<file path="src/isa_pkg.sv">
`default_nettype none

package isa_pkg;

	//////////////////////////////////////////////////////////////////////
	// base types
	//////////////////////////////////////////////////////////////////////

	// one machine word
	typedef logic [31:0] xlen_t;
	// architectural register index
	typedef logic [4:0] reg_idx_t;

	//////////////////////////////////////////////////////////////////////
	// encodings of the supported rv32 subset
	//////////////////////////////////////////////////////////////////////

	// major opcodes, full 7 bits incl. the 2'b11 length field
	localparam logic [6:0] OP_IMM    = 7'b0010011;
	localparam logic [6:0] OP_REG    = 7'b0110011;
	localparam logic [6:0] OP_LUI    = 7'b0110111;
	localparam logic [6:0] OP_AUIPC  = 7'b0010111;
	localparam logic [6:0] OP_SYSTEM = 7'b1110011;

	// wfi is the only system instruction accepted
	localparam xlen_t WFI_ENCODING = 32'h1050_0073;

	// funct3 of the integer ops, shared by op-imm and op
	localparam logic [2:0] F3_ADD  = 3'b000;
	localparam logic [2:0] F3_SLL  = 3'b001;
	localparam logic [2:0] F3_SLT  = 3'b010;
	localparam logic [2:0] F3_SLTU = 3'b011;
	localparam logic [2:0] F3_XOR  = 3'b100;
	localparam logic [2:0] F3_SR   = 3'b101;
	localparam logic [2:0] F3_OR   = 3'b110;
	localparam logic [2:0] F3_AND  = 3'b111;

	// funct7, alt selects sub / sra
	localparam logic [6:0] F7_BASE = 7'b0000000;
	localparam logic [6:0] F7_ALT  = 7'b0100000;

	// alu operations
	typedef enum logic [3:0] {
		ADD, SUB, AND, OR, XOR, SLL, SRL, SRA, SLT, SLTU, PASS_B
	} alu_op_t;

	// status reported on the commit port
	typedef enum logic [1:0] {
		NO_ERROR,
		HALTED_ON_WFI,
		ILLEGAL_INST
	} error_status_t;

endpackage

`default_nettype wire

</file>
<file path="src/pipe_pkg.sv">
`default_nettype none

package pipe_pkg;

	import isa_pkg::*;

	//////////////////////////////////////////////////////////////////////
	// stage payloads
	//////////////////////////////////////////////////////////////////////

	// decode -> execute
	typedef struct packed {
		xlen_t         pc;
		reg_idx_t      rs1;
		reg_idx_t      rs2;
		reg_idx_t      rd;
		logic          reg_write;
		alu_op_t       alu_op;
		// operand a from pc instead of rs1 (auipc)
		logic          use_pc_as_a;
		// operand b from imm instead of rs2
		logic          use_imm_as_b;
		xlen_t         imm;
		error_status_t status;
	} decoded_t;

	// execute -> commit
	typedef struct packed {
		reg_idx_t      rd;
		logic          reg_write;
		xlen_t         result;
		xlen_t         npc;
		error_status_t status;
	} result_t;

	// retired instruction counter
	typedef logic [15:0] count_t;

endpackage

`default_nettype wire

</file>
<file path="src/pipe_register.sv">
`default_nettype none
`timescale 1ns/100ps

module pipe_register #(
	parameter type payload_t = logic
) (
	input  wire      clock,
	input  wire      arst_n,
	input  wire      in_valid,
	output logic     in_ready,
	input  wire      payload_t in_data,
	output logic     out_valid,
	input  wire      out_ready,
	output payload_t out_data
);

	// accept when empty or when the held beat leaves this cycle
	assign in_ready = !out_valid || out_ready;

	// occupancy
	always_ff @(posedge clock or negedge arst_n) begin
		if (!arst_n) begin
			out_valid <= 1'b0;
		end else if (in_ready) begin
			out_valid <= in_valid;
		end
	end

	// payload loads only on an input beat
	always_ff @(posedge clock) begin
		if (in_valid && in_ready) begin
			out_data <= in_data;
		end
	end

	// producer holds a stalled beat until it is taken
	a_hold_stable: assert property (
		@(posedge clock) disable iff (!arst_n)
		in_valid && !in_ready |=> !in_valid || $stable(in_data)
	) else $error("pipe_register: input changed while stalled");

endmodule

`default_nettype wire

</file>
<file path="src/register_file.sv">
`default_nettype none
`timescale 1ns/100ps

module register_file (
	input  wire              clock,
	input  wire              arst_n,
	input  wire              isa_pkg::reg_idx_t rd_idx_a,
	input  wire              isa_pkg::reg_idx_t rd_idx_b,
	output isa_pkg::xlen_t   rd_data_a,
	output isa_pkg::xlen_t   rd_data_b,
	input  wire              wr_en,
	input  wire              isa_pkg::reg_idx_t wr_idx,
	input  wire              isa_pkg::xlen_t wr_data
);

	import isa_pkg::*;

	// architectural registers
	xlen_t regs [32];

	//////////////////////////////////////////////////////////////////////
	// write port
	//////////////////////////////////////////////////////////////////////

	// x0 never written
	always_ff @(posedge clock or negedge arst_n) begin
		if (!arst_n) begin
			for (int i = 0; i < 32; i++) begin
				regs[i] <= '0;
			end
		end else if (wr_en && wr_idx != '0) begin
			regs[wr_idx] <= wr_data;
		end
	end

	//////////////////////////////////////////////////////////////////////
	// read ports, combinational
	//////////////////////////////////////////////////////////////////////

	// x0 reads as zero
	assign rd_data_a = (rd_idx_a == '0) ? '0 : regs[rd_idx_a];
	assign rd_data_b = (rd_idx_b == '0) ? '0 : regs[rd_idx_b];

	a_wr_idx_known: assert property (
		@(posedge clock) disable iff (!arst_n)
		wr_en |-> !$isunknown(wr_idx)
	) else $error("register_file: unknown write index");

endmodule

`default_nettype wire

</file>
<file path="src/decode_stage.sv">
`default_nettype none
`timescale 1ns/100ps

module decode_stage (
	input  wire               clock,
	input  wire               arst_n,
	input  wire               inst_valid,
	output logic              inst_ready,
	input  wire               isa_pkg::xlen_t inst,
	input  wire               isa_pkg::xlen_t inst_pc,
	output logic              dec_valid,
	input  wire               dec_ready,
	output pipe_pkg::decoded_t dec_data
);

	import isa_pkg::*;
	import pipe_pkg::*;

	decoded_t   dec_next;
	logic       illegal;
	logic       reg_in_ready;
	logic       halted;
	logic [6:0] opcode;
	logic [2:0] funct3;
	logic [6:0] funct7;

	// instruction fields
	assign opcode = inst[6:0];
	assign funct3 = inst[14:12];
	assign funct7 = inst[31:25];

	//////////////////////////////////////////////////////////////////////
	// decode
	//////////////////////////////////////////////////////////////////////

	always_comb begin
		dec_next        = '0;
		dec_next.pc     = inst_pc;
		dec_next.rs1    = inst[19:15];
		dec_next.rs2    = inst[24:20];
		dec_next.rd     = inst[11:7];
		dec_next.alu_op = ADD;
		dec_next.status = NO_ERROR;
		illegal         = 1'b0;
		case (opcode)
			OP_IMM: begin
				dec_next.reg_write    = 1'b1;
				dec_next.use_imm_as_b = 1'b1;
				// i-type, sign extended
				dec_next.imm          = {{20{inst[31]}}, inst[31:20]};
				case (funct3)
					F3_ADD:  dec_next.alu_op = ADD;
					F3_SLT:  dec_next.alu_op = SLT;
					F3_SLTU: dec_next.alu_op = SLTU;
					F3_XOR:  dec_next.alu_op = XOR;
					F3_OR:   dec_next.alu_op = OR;
					F3_AND:  dec_next.alu_op = AND;
					F3_SLL: begin
						dec_next.alu_op = SLL;
						illegal         = (funct7 != F7_BASE);
					end
					F3_SR: begin
						// shamt in imm[4:0], funct7 picks arith
						dec_next.alu_op = (funct7 == F7_ALT) ? SRA : SRL;
						illegal         = (funct7 != F7_BASE) && (funct7 != F7_ALT);
					end
				endcase
			end
			OP_REG: begin
				dec_next.reg_write = 1'b1;
				case (funct3)
					F3_ADD:  dec_next.alu_op = (funct7 == F7_ALT) ? SUB : ADD;
					F3_SLL:  dec_next.alu_op = SLL;
					F3_SLT:  dec_next.alu_op = SLT;
					F3_SLTU: dec_next.alu_op = SLTU;
					F3_XOR:  dec_next.alu_op = XOR;
					F3_SR:   dec_next.alu_op = (funct7 == F7_ALT) ? SRA : SRL;
					F3_OR:   dec_next.alu_op = OR;
					F3_AND:  dec_next.alu_op = AND;
				endcase
				// alt funct7 only valid for sub and sra
				illegal = !((funct7 == F7_BASE) ||
					((funct7 == F7_ALT) && (funct3 == F3_ADD || funct3 == F3_SR)));
			end
			OP_LUI: begin
				dec_next.reg_write    = 1'b1;
				dec_next.alu_op       = PASS_B;
				dec_next.use_imm_as_b = 1'b1;
				dec_next.imm          = {inst[31:12], 12'b0};
			end
			OP_AUIPC: begin
				dec_next.reg_write    = 1'b1;
				dec_next.use_pc_as_a  = 1'b1;
				dec_next.use_imm_as_b = 1'b1;
				dec_next.imm          = {inst[31:12], 12'b0};
			end
			OP_SYSTEM: begin
				if (inst == WFI_ENCODING) begin
					dec_next.status = HALTED_ON_WFI;
				end else begin
					illegal = 1'b1;
				end
			end
			default: illegal = 1'b1;
		endcase
		// illegal never writes back
		if (illegal) begin
			dec_next.status    = ILLEGAL_INST;
			dec_next.reg_write = 1'b0;
		end
	end

	//////////////////////////////////////////////////////////////////////
	// halting gate
	//////////////////////////////////////////////////////////////////////

	// sticky once a wfi or illegal beat is taken
	always_ff @(posedge clock or negedge arst_n) begin
		if (!arst_n) begin
			halted <= 1'b0;
		end else if (inst_valid && inst_ready && dec_next.status != NO_ERROR) begin
			halted <= 1'b1;
		end
	end

	assign inst_ready = reg_in_ready && !halted;

	pipe_register #(
		.payload_t(decoded_t)
	) dec_reg_i (
		.clock    (clock),
		.arst_n   (arst_n),
		.in_valid (inst_valid && !halted),
		.in_ready (reg_in_ready),
		.in_data  (dec_next),
		.out_valid(dec_valid),
		.out_ready(dec_ready),
		.out_data (dec_data)
	);

endmodule

`default_nettype wire

</file>
<file path="src/execute_stage.sv">
`default_nettype none
`timescale 1ns/100ps

module execute_stage (
	input  wire                clock,
	input  wire                arst_n,
	input  wire                dec_valid,
	output logic               dec_ready,
	input  wire                pipe_pkg::decoded_t dec_data,
	output isa_pkg::reg_idx_t  rf_idx_a,
	output isa_pkg::reg_idx_t  rf_idx_b,
	input  wire                isa_pkg::xlen_t rf_data_a,
	input  wire                isa_pkg::xlen_t rf_data_b,
	output logic               exe_valid,
	input  wire                exe_ready,
	output pipe_pkg::result_t  exe_data
);

	import isa_pkg::*;
	import pipe_pkg::*;

	logic    fwd_a;
	logic    fwd_b;
	xlen_t   rs1_val;
	xlen_t   rs2_val;
	xlen_t   op_a;
	xlen_t   op_b;
	xlen_t   alu_result;
	result_t exe_next;

	//////////////////////////////////////////////////////////////////////
	// operand read
	//////////////////////////////////////////////////////////////////////

	assign rf_idx_a = dec_data.rs1;
	assign rf_idx_b = dec_data.rs2;

	// output register holds the only result not yet in the regfile
	// x0 never forwarded
	assign fwd_a = exe_valid && exe_data.reg_write && exe_data.rd != '0 &&
		exe_data.rd == dec_data.rs1;
	assign fwd_b = exe_valid && exe_data.reg_write && exe_data.rd != '0 &&
		exe_data.rd == dec_data.rs2;

	assign rs1_val = fwd_a ? exe_data.result : rf_data_a;
	assign rs2_val = fwd_b ? exe_data.result : rf_data_b;

	// operand muxes per decode flags
	assign op_a = dec_data.use_pc_as_a ? dec_data.pc : rs1_val;
	assign op_b = dec_data.use_imm_as_b ? dec_data.imm : rs2_val;

	//////////////////////////////////////////////////////////////////////
	// alu
	//////////////////////////////////////////////////////////////////////

	always_comb begin
		case (dec_data.alu_op)
			ADD:    alu_result = op_a + op_b;
			SUB:    alu_result = op_a - op_b;
			AND:    alu_result = op_a & op_b;
			OR:     alu_result = op_a | op_b;
			XOR:    alu_result = op_a ^ op_b;
			// shift amount is the low 5 bits only
			SLL:    alu_result = op_a << op_b[4:0];
			SRL:    alu_result = op_a >> op_b[4:0];
			SRA:    alu_result = xlen_t'($signed(op_a) >>> op_b[4:0]);
			SLT:    alu_result = xlen_t'($signed(op_a) < $signed(op_b));
			SLTU:   alu_result = xlen_t'(op_a < op_b);
			PASS_B: alu_result = op_b;
			default: alu_result = '0;
		endcase
	end

	// result payload, no branches so npc is always sequential
	always_comb begin
		exe_next.rd        = dec_data.rd;
		exe_next.reg_write = dec_data.reg_write;
		exe_next.result    = alu_result;
		exe_next.npc       = dec_data.pc + 32'd4;
		exe_next.status    = dec_data.status;
	end

	pipe_register #(
		.payload_t(result_t)
	) exe_reg_i (
		.clock    (clock),
		.arst_n   (arst_n),
		.in_valid (dec_valid),
		.in_ready (dec_ready),
		.in_data  (exe_next),
		.out_valid(exe_valid),
		.out_ready(exe_ready),
		.out_data (exe_data)
	);

endmodule

`default_nettype wire

</file>
<file path="src/commit_stage.sv">
`default_nettype none
`timescale 1ns/100ps

module commit_stage (
	input  wire                    clock,
	input  wire                    arst_n,
	input  wire                    exe_valid,
	output logic                   exe_ready,
	input  wire                    pipe_pkg::result_t exe_data,
	output logic                   commit_valid,
	input  wire                    commit_ready,
	output logic                   commit_wr_en,
	output isa_pkg::reg_idx_t      commit_wr_idx,
	output isa_pkg::xlen_t         commit_wr_data,
	output isa_pkg::xlen_t         commit_npc,
	output pipe_pkg::count_t       commit_count,
	output isa_pkg::error_status_t error_status
);

	import isa_pkg::*;

	logic commit_beat;

	// head of the pipe is presented directly as the commit beat
	assign commit_valid = exe_valid;
	assign exe_ready    = commit_ready;
	assign commit_beat  = exe_valid && commit_ready;

	// regfile write only on the beat itself
	// x0 filtered in the regfile
	assign commit_wr_en   = commit_beat && exe_data.reg_write;
	assign commit_wr_idx  = exe_data.rd;
	assign commit_wr_data = exe_data.result;
	assign commit_npc     = exe_data.npc;

	//////////////////////////////////////////////////////////////////////
	// retire count and error status
	//////////////////////////////////////////////////////////////////////

	always_ff @(posedge clock or negedge arst_n) begin
		if (!arst_n) begin
			commit_count <= '0;
			error_status <= NO_ERROR;
		end else if (commit_beat) begin
			commit_count <= commit_count + 1'b1;
			// first halting status sticks until reset
			if (error_status == NO_ERROR) begin
				error_status <= exe_data.status;
			end
		end
	end

	// decode blocks after the halting beat, so nothing trails it
	a_no_commit_after_halt: assert property (
		@(posedge clock) disable iff (!arst_n)
		error_status != NO_ERROR |-> !commit_valid
	) else $error("commit_stage: commit after halt");

endmodule

`default_nettype wire

</file>
<file path="src/rv_pipeline.sv">
`default_nettype none
`timescale 1ns/100ps

module rv_pipeline (
	input  wire                    clock,
	input  wire                    arst_n,
	// instruction input
	input  wire                    inst_valid,
	output logic                   inst_ready,
	input  wire                    isa_pkg::xlen_t inst,
	input  wire                    isa_pkg::xlen_t inst_pc,
	// commit port
	output logic                   commit_valid,
	input  wire                    commit_ready,
	output logic                   commit_wr_en,
	output isa_pkg::reg_idx_t      commit_wr_idx,
	output isa_pkg::xlen_t         commit_wr_data,
	output isa_pkg::xlen_t         commit_npc,
	output pipe_pkg::count_t       commit_count,
	output isa_pkg::error_status_t error_status
);

	import isa_pkg::*;
	import pipe_pkg::*;

	// decode -> execute
	logic     dec_valid;
	logic     dec_ready;
	decoded_t dec_data;

	// execute -> commit
	logic     exe_valid;
	logic     exe_ready;
	result_t  exe_data;

	// regfile read side
	reg_idx_t rf_idx_a;
	reg_idx_t rf_idx_b;
	xlen_t    rf_data_a;
	xlen_t    rf_data_b;

	//////////////////////////////////////////////////////////////////////
	// stages
	//////////////////////////////////////////////////////////////////////

	decode_stage decode_i (
		.clock     (clock),
		.arst_n    (arst_n),
		.inst_valid(inst_valid),
		.inst_ready(inst_ready),
		.inst      (inst),
		.inst_pc   (inst_pc),
		.dec_valid (dec_valid),
		.dec_ready (dec_ready),
		.dec_data  (dec_data)
	);

	execute_stage execute_i (
		.clock    (clock),
		.arst_n   (arst_n),
		.dec_valid(dec_valid),
		.dec_ready(dec_ready),
		.dec_data (dec_data),
		.rf_idx_a (rf_idx_a),
		.rf_idx_b (rf_idx_b),
		.rf_data_a(rf_data_a),
		.rf_data_b(rf_data_b),
		.exe_valid(exe_valid),
		.exe_ready(exe_ready),
		.exe_data (exe_data)
	);

	// exe_ready is commit_ready passed back through commit
	commit_stage commit_i (
		.clock         (clock),
		.arst_n        (arst_n),
		.exe_valid     (exe_valid),
		.exe_ready     (exe_ready),
		.exe_data      (exe_data),
		.commit_valid  (commit_valid),
		.commit_ready  (commit_ready),
		.commit_wr_en  (commit_wr_en),
		.commit_wr_idx (commit_wr_idx),
		.commit_wr_data(commit_wr_data),
		.commit_npc    (commit_npc),
		.commit_count  (commit_count),
		.error_status  (error_status)
	);

	// write side shared with the commit port
	register_file regfile_i (
		.clock    (clock),
		.arst_n   (arst_n),
		.rd_idx_a (rf_idx_a),
		.rd_idx_b (rf_idx_b),
		.rd_data_a(rf_data_a),
		.rd_data_b(rf_data_b),
		.wr_en    (commit_wr_en),
		.wr_idx   (commit_wr_idx),
		.wr_data  (commit_wr_data)
	);

endmodule

`default_nettype wire

</file>
<file path="config.mk">
export PLATFORM = sky130hd
export DESIGN_NAME = rv_pipeline
export DESIGN_NICKNAME = d
export VERILOG_FILES = /design/src/isa_pkg.sv /design/src/pipe_pkg.sv /design/src/pipe_register.sv /design/src/register_file.sv /design/src/decode_stage.sv /design/src/execute_stage.sv /design/src/commit_stage.sv /design/src/rv_pipeline.sv
export SDC_FILE = /design/constraint.sdc
export NUM_CORES = 2
export LEC_CHECK = 0
export BUFFER_PORTS_ARGS = -buffer_cell sky130_fd_sc_hd__buf_2
export CELL_PAD_IN_SITES_DETAIL_PLACEMENT = 1
export CELL_PAD_IN_SITES_GLOBAL_PLACEMENT = 2
export CORE_ASPECT_RATIO = 1.1
export CORE_MARGIN = 1.5
export CORE_UTILIZATION = 40
export DETAILED_ROUTE_END_ITERATION = 12
export PLACE_DENSITY = 0.74
export SYNTH_ARGS = -nofsm -noshare
export SYNTH_HDL_FRONTEND = slang
export SYNTH_SLANG_ARGS = --single-unit
</file>
<file path="constraint.sdc">
create_clock -name clock -period 9.9 [get_ports clock]
set_input_delay 1.485 -clock clock [delete_from_list [all_inputs] [get_ports clock]]
set_output_delay 1.485 -clock clock [all_outputs]
set_load 0.01 [all_outputs]
</file>
==> flow_metrics.py <==
metrics = {
    "synth": {
        "synth-seq-cells": 1205,
        "synth_top_area_cell": "dfrtp_1",
        "synth_edf_count": 160,
        "synth_cell_types": 84,
        "syn_avg_cell_area_um2": 12.6,
        "syn_nets": 5803,
        "yosys.area.top_type_share_pct": 36.8,
        "syn_inst": 5634,
        "synthArstFlopShare_pct": 86.7,
        "netlist_area_um2": 71000,
        "ys.flop_type": "dfrtp_1",
        "yosys_warnings": 0,
        "synth_area_leaders": "dfrtp_1 37%, mux2_2 17%, mux4_2 13%",
        "ys_seq_area_share_pct": 43.6,
    },
    "sta": {
        "timing.hold.ws_ns": 0.395,
        "worst_pin_slew_ns": 1.66,
        "hold_viol": 0,
        "finalClockSkew_ns": 0.0510,
        "fin_crit_ns": 8.17,
        "setup_viol": 0,
        "finalSetupTns_ns": 0,
        "max_slew_margin_pct": -10.5,
        "rsz0062_at_grt": "no",
        "drv_slew": 1,
        "max_freq_mhz": 122,
        "fin_crit_sh_pct": 82.5,
    },
    "placement": {
        "place_area_um2": 74200,
        "gp_congestion": 1.00,
        "io_buffers": 157,
        "dpl.cell_count": 7764,
        "dpl.hpwl_um": 192000,
    },
    "floorplanning": {
        "rows": 162,
        "start_util_pct": 40.2,
        "dieArea_um2": 180000,
        "die_x_um": 405,
        "die_height_um": 445,
        "io_pins": 158,
        "core-area_um2": 177000,
    },
    "worst_setup_path": {
        "slowest_stage": "o21a_1",
        "cp_max_fo": 12,
        "crit_path_start_kind": "flop",
        "critical_path.max_stage_delay_ns": 0.97,
        "cp_cell_sequence": "or4_1 -> o211ai_1 -> o21a_1 -> buf_4 -> nand3_1 -> a31oi_1 -> ha_1 -> or2_2 -> nor4_1 -> a2111oi_0 -> o211ai_1 -> a41oi_1 -> nor4b_1 -> o41ai_1 -> buf_4 -> o21ba_2 -> o41ai_1 -> nand3_1",
        "endpoint_kind": "flop",
        "cp.required_ns": 10.43,
        "worstPathArrival_ns": 8.69,
        "crit_type": "flop to flop",
    },
    "layout": {
        "fin_area_um2": 78600,
        "syn2layout_area_growth_pct": 10.6,
        "drive_above_1_share_pct": 37.3,
        "final_net_count": 5692,
        "fin_cells": 8010,
        "fin_util_pct": 44.5,
    },
    "drt": {
        "routed-wl-met3_um": 22300,
        "dr.pass1.iters": 5,
        "drtIter0Drc": 5730,
        "dr_wl_met2_um": 137000,
        "viasPerCell": 6.65,
        "drt-met1-wl_um": 116000,
        "ant_nets": 0,
        "route.detailed.drc": 0,
        "wl_um": 300000,
        "wire_per_inst_um": 37.5,
        "highest_layer": "met5",
        "vias": 53300,
    },
    "clock_network": {
        "post-cts-setup-buffers": 0,
        "numCtsBuffers": 135,
        "htree_levels": 4,
        "clock_latency_ns": 0.81,
        "cts-root-buf": "clkbuf_16",
        "cts_tree": "built",
        "cts_sinks": 1205,
        "cts_hold_buffers": 0,
        "clkSlewWorstSetupHoldPaths_ns": 0.08,
        "cts_resized": 0,
        "clock_path_buffers": 3,
    },
    "global_routing": {
        "grt_overflow_total": 0,
        "grt_pass1_vias": 55400,
        "grt_start_max_net_pins": 167,
        "grt_pass1_wl_um": 425000,
        "track_usage_pct": 33.1,
        "antenna_found_initial": 11,
    },
    "power": {
        "vdd_drop_max_mv": 0.170,
        "power_density_nw_per_um2": 155,
        "power_leakage_nw": 34.8,
    },
    "hold_path": {
        "hp-class": "flop to flop",
    },
    "outcome": {
        "violations": "capacitance limit, slew limit",
        "status": "finished with violations",
    },
    "flow_run": {
        "cap_violations": 1,
    },
}
-- synth_stat cells, types with 10 or more instances --
library cell and n:
a221oi_1 134, a32oi_1 10, dfrtp_1 1045, edfxtp_1 160, buf_4 89, o31ai_1 22, and2_1 26, buf_2 83
o21ai_0 143, mux2i_1 388, a21oi_1 159, o2111ai_1 12, o22ai_1 65, o21a_1 15, a31oi_1 30, a221o_1 19
nand4_1 26, xnor2_1 45, mux4_2 403, o221ai_1 57, o21bai_1 29, ha_1 99, nor2_1 220, nor3_1 41
nor2b_1 19, mux2_2 1050, and3_1 12, xor2_1 15, nand2b_1 28, o211ai_1 31, nand3_1 58, a21o_1 38
a211oi_1 45, buf_1 47, nor4_1 13, or2_2 10, nand2_1 221, a2111oi_0 12, a22oi_1 63, clkbuf_1 391
inv_1 109, a211o_1 10
-- path summary, 6_finish.rpt --
kind | depth (start not counted) | slack, ns | to | startpoint
worst max register to register | 18 | 1.73 | execute_i.exe_reg_i.out_data[34]$_SDFFCE_PN0P_ | execute_i.exe_reg_i.out_data[68]$_DFFE_PP_
worst min-delay path | 0 | 0.39 | regfile_i.regs[996]$_DFFE_PN0P_ | regfile_i.regs[996]$_DFFE_PN0P_
worst max-delay path | 18 | 1.73 | execute_i.exe_reg_i.out_data[34]$_SDFFCE_PN0P_ | execute_i.exe_reg_i.out_data[68]$_DFFE_PP_
worst min register to register | 0 | 0.39 | regfile_i.regs[996]$_DFFE_PN0P_ | regfile_i.regs[996]$_DFFE_PN0P_
max in group asynchronous | 3 | 6.99 | regfile_i.regs[599]$_DFFE_PN0P_ | arst_n
min in group asynchronous | 1 | 0.70 | regfile_i.regs[231]$_DFFE_PN0P_ | arst_n
-- layer usage --
| layer | vias up | track usage, % |
|---|---|---|
| met5 | - | 0 |
| met4 | 4 | 23.1 |
| met3 | 840 | 6.59 |
| met2 | 2426 | 51.5 |
| met1 | 28700 | 41.6 |
| li1 | 21300 | - |
-- cell type report --
class	count	area, µm²
Clock buffer	197	3910
Antenna cell	4	10.0
Sequential cell	1205	31000
Multi-Input combinational cell	3698	37200
Fill cell	18100	98200
Tap cell	2378	2980
Clock inverter	45	475
Inverter	119	453
Timing Repair Buffer	364	2570
-- metrics by stage --
step	total power, W	setup WS (ns)
floorplan	0.00642	3.21
CTS	0.0122	2.08
finish	0.0122	1.73
global route	0.0125	1.62
detailed placement	0.00710	2.06
global placement	0.00707	2.15
-- layout by cell type (no fill, tap or decap), drive strengths merged, types with 12 or more instances in the layout --
cell type  instances
a21o              38
o21bai            29
o21ai            145
xnor2             45
o211ai            31
o22ai             65
o221ai            57
clkinv            33
nor4              13
dfrtp           1045
o2111ai           12
a21oi            159
a221o             19
a221oi           135
nand3             58
a31oi             30
a2111oi           12
nor2             220
nor2b             19
nand4             26
a211oi            45
o21a              15
xor2              15
nand2b            28
nor3              42
and2              27
ha                99
clkbuf           197
inv              123
nand2            221
a22oi             63
edfxtp           160
and3              12
mux2            1050
buf              364
o31ai             22
mux2i            388
mux4             403
-- worst max-delay path, delay by kind of cell (launching register included) --
family	cells	cell delay (ns)
adder cells (fa/ha/maj)	1	0.37
buffers and inverters	2	0.56
flip-flops	1	0.57
AND/OR/NAND/NOR	6	2.54
AO/OA/AOI/OAI	9	3.82
-- kinds of logic after synthesis --
family / Yosys count / synth area share [%]
AO/OA/AOI/OAI: 986 / 9.90
XOR/XNOR: 60 / 0.740
adder cells (fa/ha/maj): 101 / 1.80
buffers and inverters: 731 / 4.50
flip-flops: 1205 / 43.6
multiplexers: 1841 / 34.9
AND/OR/NAND/NOR: 710 / 4.61
-- power breakdown --
part,leakage (nW),internal (W),switching [W]
Combinational,16.8,0.000609,0.00101
Sequential,15.9,0.00524,0.000192
Clock,2.16,0.00293,0.00217
-- registers in the layout, summed over array words and instances (netlist names) --
register	cells
commit_i.error_status	2
decode_i.dec_reg_i.out_data	88
commit_i.commit_count	16
decode_i.dec_reg_i.out_valid	1
execute_i.exe_reg_i.out_valid	1
execute_i.exe_reg_i.out_data	72
regfile_i.regs	1024
decode_i.halted	1
No activity file was read; power rests on OpenSTA's default activity.
